$ cat src/design/game_consts.svh
`ifndef GAME_CONSTS_SVH
`define GAME_CONSTS_SVH

// 800x600 timing with horizontal counts in pixel clocks
`define H_ACTIVE 800
`define H_FP 40
`define H_SYNC 128
`define H_TOTAL 1056

// vertical in lines
`define V_ACTIVE 600
`define V_FP 1
`define V_SYNC 4
`define V_TOTAL 628

// first row of the ground
`define GROUND_Y 500

// sprite bounding box
`define PLAYER_W 40
`define PLAYER_H 80

// per-frame movement
`define STEP_X 4
`define JUMP_STEP 6
`define JUMP_MAX 96

// 4:4:4 colours
`define COLOR_SKY 12'h4AF
`define COLOR_GROUND 12'h6A2
`define COLOR_BODY 12'hFFF
`define COLOR_EYE 12'h000

`endif

$ cat src/design/game_pkg.sv
package game_pkg;

    // one pixel slot as it moves down the pipeline
    typedef struct packed {
        logic [10:0] hcount;
        logic [10:0] vcount;
        logic        hsync;
        logic        vsync;
        logic        hblnk;
        logic        vblnk;
        logic [11:0] rgb;
    } vga_bus_t;

    // sprite shape follows the walking direction
    typedef enum logic [1:0] {
        IDLE,
        LEFT,
        RIGHT
    } player_state_t;

endpackage

$ cat src/design/vga_timing.sv
`timescale 1ns/1ns

`include "game_consts.svh"

module vga_timing (
    input  logic              clk,
    input  logic              rst,
    output game_pkg::vga_bus_t bus
);

    logic [10:0] hcount_nxt;
    logic [10:0] vcount_nxt;
    logic        hsync_nxt;
    logic        vsync_nxt;
    logic        hblnk_nxt;
    logic        vblnk_nxt;

    // counters advance every pixel clock
    always_comb begin
        if (bus.hcount == 11'(`H_TOTAL - 1)) begin
            hcount_nxt = '0;
            if (bus.vcount == 11'(`V_TOTAL - 1)) begin
                vcount_nxt = '0;
            end else begin
                vcount_nxt = bus.vcount + 11'd1;
            end
        end else begin
            hcount_nxt = bus.hcount + 11'd1;
            vcount_nxt = bus.vcount;
        end
    end

    // flags come from the next counts so they line up after the register
    always_comb begin
        hblnk_nxt = (hcount_nxt >= 11'(`H_ACTIVE));
        hsync_nxt = (hcount_nxt >= 11'(`H_ACTIVE + `H_FP)) &&
                    (hcount_nxt <  11'(`H_ACTIVE + `H_FP + `H_SYNC));
        vblnk_nxt = (vcount_nxt >= 11'(`V_ACTIVE));
        vsync_nxt = (vcount_nxt >= 11'(`V_ACTIVE + `V_FP)) &&
                    (vcount_nxt <  11'(`V_ACTIVE + `V_FP + `V_SYNC));
    end

    always_ff @(posedge clk) begin
        if (rst) begin
            bus.hcount <= '0;
            bus.vcount <= '0;
            bus.hsync  <= 1'b0;
            bus.vsync  <= 1'b0;
            bus.hblnk  <= 1'b0;
            bus.vblnk  <= 1'b0;
            bus.rgb    <= '0;
        end else begin
            bus.hcount <= hcount_nxt;
            bus.vcount <= vcount_nxt;
            bus.hsync  <= hsync_nxt;
            bus.vsync  <= vsync_nxt;
            bus.hblnk  <= hblnk_nxt;
            bus.vblnk  <= vblnk_nxt;
            // no colour yet as later stages paint it
            bus.rgb    <= '0;
        end
    end

endmodule

$ cat src/design/draw_background.sv
`timescale 1ns/1ns

`include "game_consts.svh"

module draw_background (
    input  logic               clk,
    input  logic               rst,
    input  game_pkg::vga_bus_t bus_in,
    output game_pkg::vga_bus_t bus_out
);

    logic [11:0] rgb_nxt;

    // scene colour for the incoming slot
    always_comb begin
        if (bus_in.hblnk || bus_in.vblnk) begin
            rgb_nxt = 12'h000;
        end else if (bus_in.vcount < 11'(`GROUND_Y)) begin
            rgb_nxt = `COLOR_SKY;
        end else begin
            rgb_nxt = `COLOR_GROUND;
        end
    end

    always_ff @(posedge clk) begin
        if (rst) begin
            bus_out <= '0;
        end else begin
            // timing fields one cycle later with the colour replaced
            bus_out.hcount <= bus_in.hcount;
            bus_out.vcount <= bus_in.vcount;
            bus_out.hsync  <= bus_in.hsync;
            bus_out.vsync  <= bus_in.vsync;
            bus_out.hblnk  <= bus_in.hblnk;
            bus_out.vblnk  <= bus_in.vblnk;
            bus_out.rgb    <= rgb_nxt;
        end
    end

endmodule

$ cat src/design/player_control.sv
`timescale 1ns/1ns

`include "game_consts.svh"

module player_control (
    input  logic                    clk,
    input  logic                    rst,
    input  game_pkg::vga_bus_t      bus,
    input  logic                    btn_left,
    input  logic                    btn_right,
    input  logic                    btn_jump,
    output logic [10:0]             xpos,
    output logic [10:0]             ypos,
    output game_pkg::player_state_t state
);

    import game_pkg::*;

    logic          frame_tick;
    logic          rising;
    logic          rising_nxt;
    logic [10:0]   xpos_nxt;
    logic [10:0]   ypos_nxt;
    player_state_t state_nxt;

    // first pixel of the vertical blanking
    assign frame_tick = (bus.hcount == 11'd0) && (bus.vcount == 11'(`V_ACTIVE));

    always_comb begin
        xpos_nxt   = xpos;
        ypos_nxt   = ypos;
        state_nxt  = state;
        rising_nxt = rising;

        if (frame_tick) begin
            // walking clamped to the visible width
            if (btn_left && !btn_right) begin
                state_nxt = LEFT;
                if (xpos < 11'(`STEP_X)) begin
                    xpos_nxt = '0;
                end else begin
                    xpos_nxt = xpos - 11'(`STEP_X);
                end
            end else if (btn_right && !btn_left) begin
                state_nxt = RIGHT;
                if (xpos > 11'(`H_ACTIVE - `PLAYER_W - `STEP_X)) begin
                    xpos_nxt = 11'(`H_ACTIVE - `PLAYER_W);
                end else begin
                    xpos_nxt = xpos + 11'(`STEP_X);
                end
            end else begin
                state_nxt = IDLE;
            end

            // jump arc goes up to the top and then back down to the ground
            if (rising) begin
                if (ypos + 11'(`JUMP_STEP) >= 11'(`JUMP_MAX)) begin
                    ypos_nxt   = 11'(`JUMP_MAX);
                    rising_nxt = 1'b0;
                end else begin
                    ypos_nxt = ypos + 11'(`JUMP_STEP);
                end
            end else if (ypos != 11'd0) begin
                if (ypos > 11'(`JUMP_STEP)) begin
                    ypos_nxt = ypos - 11'(`JUMP_STEP);
                end else begin
                    ypos_nxt = '0;
                end
            end else if (btn_jump) begin
                // only a grounded player can take off
                ypos_nxt   = 11'(`JUMP_STEP);
                rising_nxt = 1'b1;
            end
        end
    end

    always_ff @(posedge clk) begin
        if (rst) begin
            xpos   <= 11'((`H_ACTIVE - `PLAYER_W) / 2);
            ypos   <= '0;
            state  <= IDLE;
            rising <= 1'b0;
        end else begin
            xpos   <= xpos_nxt;
            ypos   <= ypos_nxt;
            state  <= state_nxt;
            rising <= rising_nxt;
        end
    end

endmodule

$ cat src/design/draw_player.sv
`timescale 1ns/1ns

`include "game_consts.svh"

module draw_player (
    input  logic                    clk,
    input  logic                    rst,
    input  game_pkg::vga_bus_t      bus_in,
    input  logic [10:0]             xpos,
    input  logic [10:0]             ypos,
    input  game_pkg::player_state_t state,
    output game_pkg::vga_bus_t      bus_out
);

    import game_pkg::*;

    vga_bus_t    timing_q;
    logic [11:0] rgb_q;
    logic [11:0] rgb_nxt;
    logic [10:0] origin_y;
    logic [10:0] dx;
    logic [10:0] dy;

    // inclusive rectangle test in sprite coordinates
    function automatic logic in_box(
        input logic [10:0] row,
        input logic [10:0] col,
        input int          r0,
        input int          r1,
        input int          c0,
        input int          c1
    );
        return (row >= r0) && (row <= r1) && (col >= c0) && (col <= c1);
    endfunction

    // pixels left of or above the origin wrap to large offsets and miss every box
    assign origin_y = 11'(`GROUND_Y - `PLAYER_H) - ypos;
    assign dx       = bus_in.hcount - xpos;
    assign dy       = bus_in.vcount - origin_y;

    always_comb begin
        rgb_nxt = bus_in.rgb;
        if (!bus_in.hblnk && !bus_in.vblnk) begin
            case (state)
                IDLE: begin
                    // body then legs with a gap between them
                    if (in_box(dy, dx, 0, 59, 0, 39)) begin
                        rgb_nxt = `COLOR_BODY;
                    end
                    if (in_box(dy, dx, 60, 79, 0, 14) || in_box(dy, dx, 60, 79, 25, 39)) begin
                        rgb_nxt = `COLOR_BODY;
                    end
                    // two eyes facing the viewer
                    if (in_box(dy, dx, 14, 19, 8, 13) || in_box(dy, dx, 14, 19, 26, 31)) begin
                        rgb_nxt = `COLOR_EYE;
                    end
                end
                RIGHT: begin
                    if (in_box(dy, dx, 0, 79, 0, 24)) begin
                        rgb_nxt = `COLOR_BODY;
                    end
                    // eye on the leading edge
                    if (in_box(dy, dx, 5, 34, 25, 29)) begin
                        rgb_nxt = `COLOR_EYE;
                    end
                end
                LEFT: begin
                    if (in_box(dy, dx, 0, 79, 5, 29)) begin
                        rgb_nxt = `COLOR_BODY;
                    end
                    if (in_box(dy, dx, 5, 34, 0, 4)) begin
                        rgb_nxt = `COLOR_EYE;
                    end
                end
                default: begin
                    rgb_nxt = bus_in.rgb;
                end
            endcase
        end
    end

    always_ff @(posedge clk) begin
        if (rst) begin
            timing_q <= '0;
        end else begin
            timing_q <= bus_in;
        end
    end

    always_ff @(posedge clk) begin
        if (rst) begin
            rgb_q <= '0;
        end else begin
            rgb_q <= rgb_nxt;
        end
    end

    // delayed timing with the new colour on top
    always_comb begin
        bus_out     = timing_q;
        bus_out.rgb = rgb_q;
    end

endmodule

$ cat src/design/game_top.sv
`timescale 1ns/1ns

module game_top (
    input  logic        clk,
    input  logic        rst,
    input  logic        btn_left,
    input  logic        btn_right,
    input  logic        btn_jump,
    output logic        hsync,
    output logic        vsync,
    output logic [11:0] rgb
);

    import game_pkg::*;

    vga_bus_t      bus_timing;
    vga_bus_t      bus_bg;
    vga_bus_t      bus_out;
    logic [10:0]   xpos;
    logic [10:0]   ypos;
    player_state_t state;

    vga_timing vga_timing_inst (
        .clk (clk),
        .rst (rst),
        .bus (bus_timing)
    );

    draw_background draw_background_inst (
        .clk     (clk),
        .rst     (rst),
        .bus_in  (bus_timing),
        .bus_out (bus_bg)
    );

    // position updates once per frame off the raw timing
    player_control player_control_inst (
        .clk       (clk),
        .rst       (rst),
        .bus       (bus_timing),
        .btn_left  (btn_left),
        .btn_right (btn_right),
        .btn_jump  (btn_jump),
        .xpos      (xpos),
        .ypos      (ypos),
        .state     (state)
    );

    draw_player draw_player_inst (
        .clk     (clk),
        .rst     (rst),
        .bus_in  (bus_bg),
        .xpos    (xpos),
        .ypos    (ypos),
        .state   (state),
        .bus_out (bus_out)
    );

    assign hsync = bus_out.hsync;
    assign vsync = bus_out.vsync;
    assign rgb   = bus_out.rgb;

endmodule

$ cat config.mk
export PLATFORM = sky130hd
export DESIGN_NAME = game_top
export DESIGN_NICKNAME = d
export VERILOG_FILES = /design/src/design/game_pkg.sv /design/src/design/vga_timing.sv /design/src/design/draw_background.sv /design/src/design/player_control.sv /design/src/design/draw_player.sv /design/src/design/game_top.sv
export VERILOG_INCLUDE_DIRS = /design/src /design/src/design
export SDC_FILE = /design/constraint.sdc
export NUM_CORES = 1
export LEC_CHECK = 0
export ABC_AREA = 1
export BUFFER_PORTS_ARGS = -buffer_cell sky130_fd_sc_hd__buf_4
export CORE_MARGIN = 5
export CORE_UTILIZATION = 53
export DETAILED_ROUTE_END_ITERATION = 7
export PLACE_DENSITY = 0.69
export SYNTH_ARGS = -nofsm -noshare
export SYNTH_HDL_FRONTEND = slang
export SYNTH_HIERARCHICAL = 1
export SYNTH_SLANG_ARGS = --single-unit
$ cat constraint.sdc
create_clock -name clk -period 2.9 [get_ports clk]
set_input_delay 0.58 -clock clk [delete_from_list [all_inputs] [get_ports clk]]
set_output_delay 0.58 -clock clk [all_outputs]
set_load 0.05 [all_outputs]
==> impl_metrics.yaml <==
outcome:
  result_of_the_run: "finished, final reports clean"
hold_path:
  worst_hold_path_type: "register to register"
die:
  design.die.area_mm2: 0.0167
  core_mm2: 0.0139
  initial_core_util_pct: 54.2
  fp.dieH_um: 129
  ios: 19
  die-width_um: 129
  floorplan.rows: 43
finish:
  final_nets: 1286
  instances_no_fill: 1426
  share_of_final_layout_standard_cells_stronger_than_drive_strength_1_pct: 17.2
  area_of_combinational_cells_with_multiple_inputs_mm2: 0.00496
  final_area_mm2: 0.00847
  antennaDiodeCount: 0
  fillers: 1395
  commonest_cells_after_routing_fill_and_taps_aside: "sky130_fd_sc_hd__nand2_1 (262), sky130_fd_sc_hd__nor2_1 (193), sky130_fd_sc_hd__inv_1 (185)"
  layout.cells.most_common: "sky130_fd_sc_hd__nand2_1"
  area_growth_pct: 12.0
  layout.area.seq_mm2: 0.00183
placement:
  port_buffers: 18
  post-place-cells: 1406
  half_perimeter_wire_length_after_detailed_placement_mm: 13.2
  routabilityCongestion: 0.942
  placed_area_mm2: 0.00783
route:
  remaining_drc_errors: 0
  routed_wire_length_per_instance_um: 12.5
  vias_per_cell: 5.15
  drt_first_iter_violations: 538
  postRouteAntennaNets: 0
  wl_mm: 17.8
  number_of_iterations_in_the_first_detailed_routing_pass: 6
  vias: 7344
critical_path:
  crit_path_end_kind: "register"
  data_required_time_at_the_worst_endpoint_ns: 3.14
  worstPathMaxFanout: 6
  timing_worst_setup_path_type: "register to register"
  arrival_worst_endpoint_ns: 2.99
  start_kind: "register"
clock_network:
  cts_sinks: 91
  htree_num_levels: 3
  hold_buf_count_cts: 0
  worst_skew_pair_latency_ns: 0.35
  cts.root.buffer_cell: "sky130_fd_sc_hd__clkbuf_16"
  cts_buffer_depth: 2
  cts.reportedPaths.clkPinSlew_ns: 0.07
  cts_tree: "done"
  cts_made_buffers: 9
sta:
  worst_slew_margin_rel_pct: 44.3
  max_freq_ghz: 0.364
  worst_hold_slack_ns: 0.398
  finClkSkew_ns: 0.0133
  finalMaxSlewViolations: 0
  period_share_pct: 94.7
  final_period_minus_worst_setup_slack_ns: 2.75
  worst-slew-pin-transition_ns: 0.832
  finalSetupViolCount: 0
  finalHoldViolCount: 0
synthesis:
  postSynthAreaPerCell_um2: 6.20
  synth.yosys.warnings: 6
  mapped_area_mm2: 0.00756
  synthesized_instance_count: 1219
global_route:
  grt_first_pass_wirelength_mm: 29.1
  grt_antenna_before_repair: 0
  total_gr_overflow: 0
  grt_max_degree: 26
  overall_global_routing_resource_usage_pct: 20.9
  first_global_vias: 6431
pwr:
  power_frac_seq_pct: 47.4
  pwr-share-clk_pct: 46.0
  share_comb_of_total_power_pct: 6.7
  power_leakage_nw: 3.96
  total_power_mw: 2.69
  internal-power_mw: 2.03
  power.switching_uw: 666
  swShare_pct: 24.7
  pwr_density_cell_mw_per_mm2: 318
  irDropWorstVdd_mv: 0.312
run:
  max-cap-violations: 0
==> critical path, cell delays in order (launching register included) <==
cell and delay, ns:
sky130_fd_sc_hd__dfxtp_1 0.33, sky130_fd_sc_hd__ha_1 0.29, sky130_fd_sc_hd__ha_1 0.37, sky130_fd_sc_hd__nand2_1 0.12, sky130_fd_sc_hd__a21oi_1 0.06, sky130_fd_sc_hd__nor2_1 0.14
sky130_fd_sc_hd__nand3_2 0.13, sky130_fd_sc_hd__xor2_2 0.18, sky130_fd_sc_hd__nor2_4 0.18, sky130_fd_sc_hd__nand2_4 0.09, sky130_fd_sc_hd__nor2_4 0.21, sky130_fd_sc_hd__nand3_4 0.15
sky130_fd_sc_hd__nand3_1 0.12, sky130_fd_sc_hd__nand3_1 0.09, sky130_fd_sc_hd__nor2_1 0.12, sky130_fd_sc_hd__nor2_1 0.06
==> power by group through the flow <==
| stage | registers [mW] | logic (mW) | clock network (mW) |
|---|---|---|---|
| 2_1_floorplan | 1.33 | 0.123 | 0 |
| 3_3_place_gp | 1.31 | 0.175 | 0 |
| 3_5_place_dp | 1.31 | 0.176 | 0 |
| 4_1_cts | 1.28 | 0.177 | 1.27 |
| 5_1_grt | 1.28 | 0.200 | 1.32 |
| 6_report | 1.28 | 0.179 | 1.24 |
==> path summary, 6_finish.rpt <==
path / startpoint / to / slack, ns / cells after the start
max reg2reg: player_control_inst/ypos[7] / draw_player_inst/rgb_q[1] / 0.15 / 15
max: player_control_inst/ypos[7] / draw_player_inst/rgb_q[1] / 0.15 / 15
min reg2reg: vga_timing_inst/bus[15] / draw_background_inst/bus_out[15] / 0.40 / 2
min: vga_timing_inst/bus[15] / draw_background_inst/bus_out[15] / 0.40 / 2
==> area by class of cell <==
class	instances	share of cell area (%)
Clock inverter	6	0.857
Sequential cell	91	21.6
Tap cell	180	2.66
Multi-Input combinational cell	891	58.6
Timing Repair Buffer	45	4.48
Inverter	203	9.00
Clock buffer	10	2.82
==> registers in the layout (all words and copies together) (netlist names) <==
name,count
draw_background_inst/bus_out,29
draw_player_inst/bus_out,2
draw_player_inst/rgb_q,12
player_control_inst/rising,1
player_control_inst/state,2
player_control_inst/xpos,9
player_control_inst/ypos,10
vga_timing_inst/bus,26
==> metal layers <==
layer | share of wire, % | wire length, µm | GRT usage [%] | vias to the layer above
li1 | - | - | - | 3844
met1 | 48 | 8540 | 29.0 | 3309
met2 | 47 | 8360 | 34.3 | 178
met3 | 4.1 | 725 | 2.89 | 13
met4 | 1.1 | 191 | 5.75 | 0
met5 | 0 | 0 | 0 | -
==> stage by stage <==
| stage | TNS (ns) | utilization [%] | setup slack, ns |
|---|---|---|---|
| 2_1_floorplan | 0 | - | 0.254 |
| 3_3_place_gp | 0 | 56.2 | 0.108 |
| 3_5_place_dp | 0 | 56.2 | 0.00711 |
| 4_1_cts | 0 | 58.5 | 0.00417 |
| 5_1_grt | -0.0142 | 60.8 | -0.00774 |
| 6_report | 0 | 60.8 | 0.154 |
==> timing repair <==
| item | 4_1_cts | 5_1_grt |
|---|---|---|
| setup buffers | 0 | 1 |
| gates resized for setup | 2 | 56 |
| setup endpoints to repair | 1 | 12 |
| pin swaps | 0 | 17 |
| endpoints found under the hold margin | 0 | 0 |
| gates cloned | 0 | 3 |
Note: power is estimated with default switching activity, not from simulation.
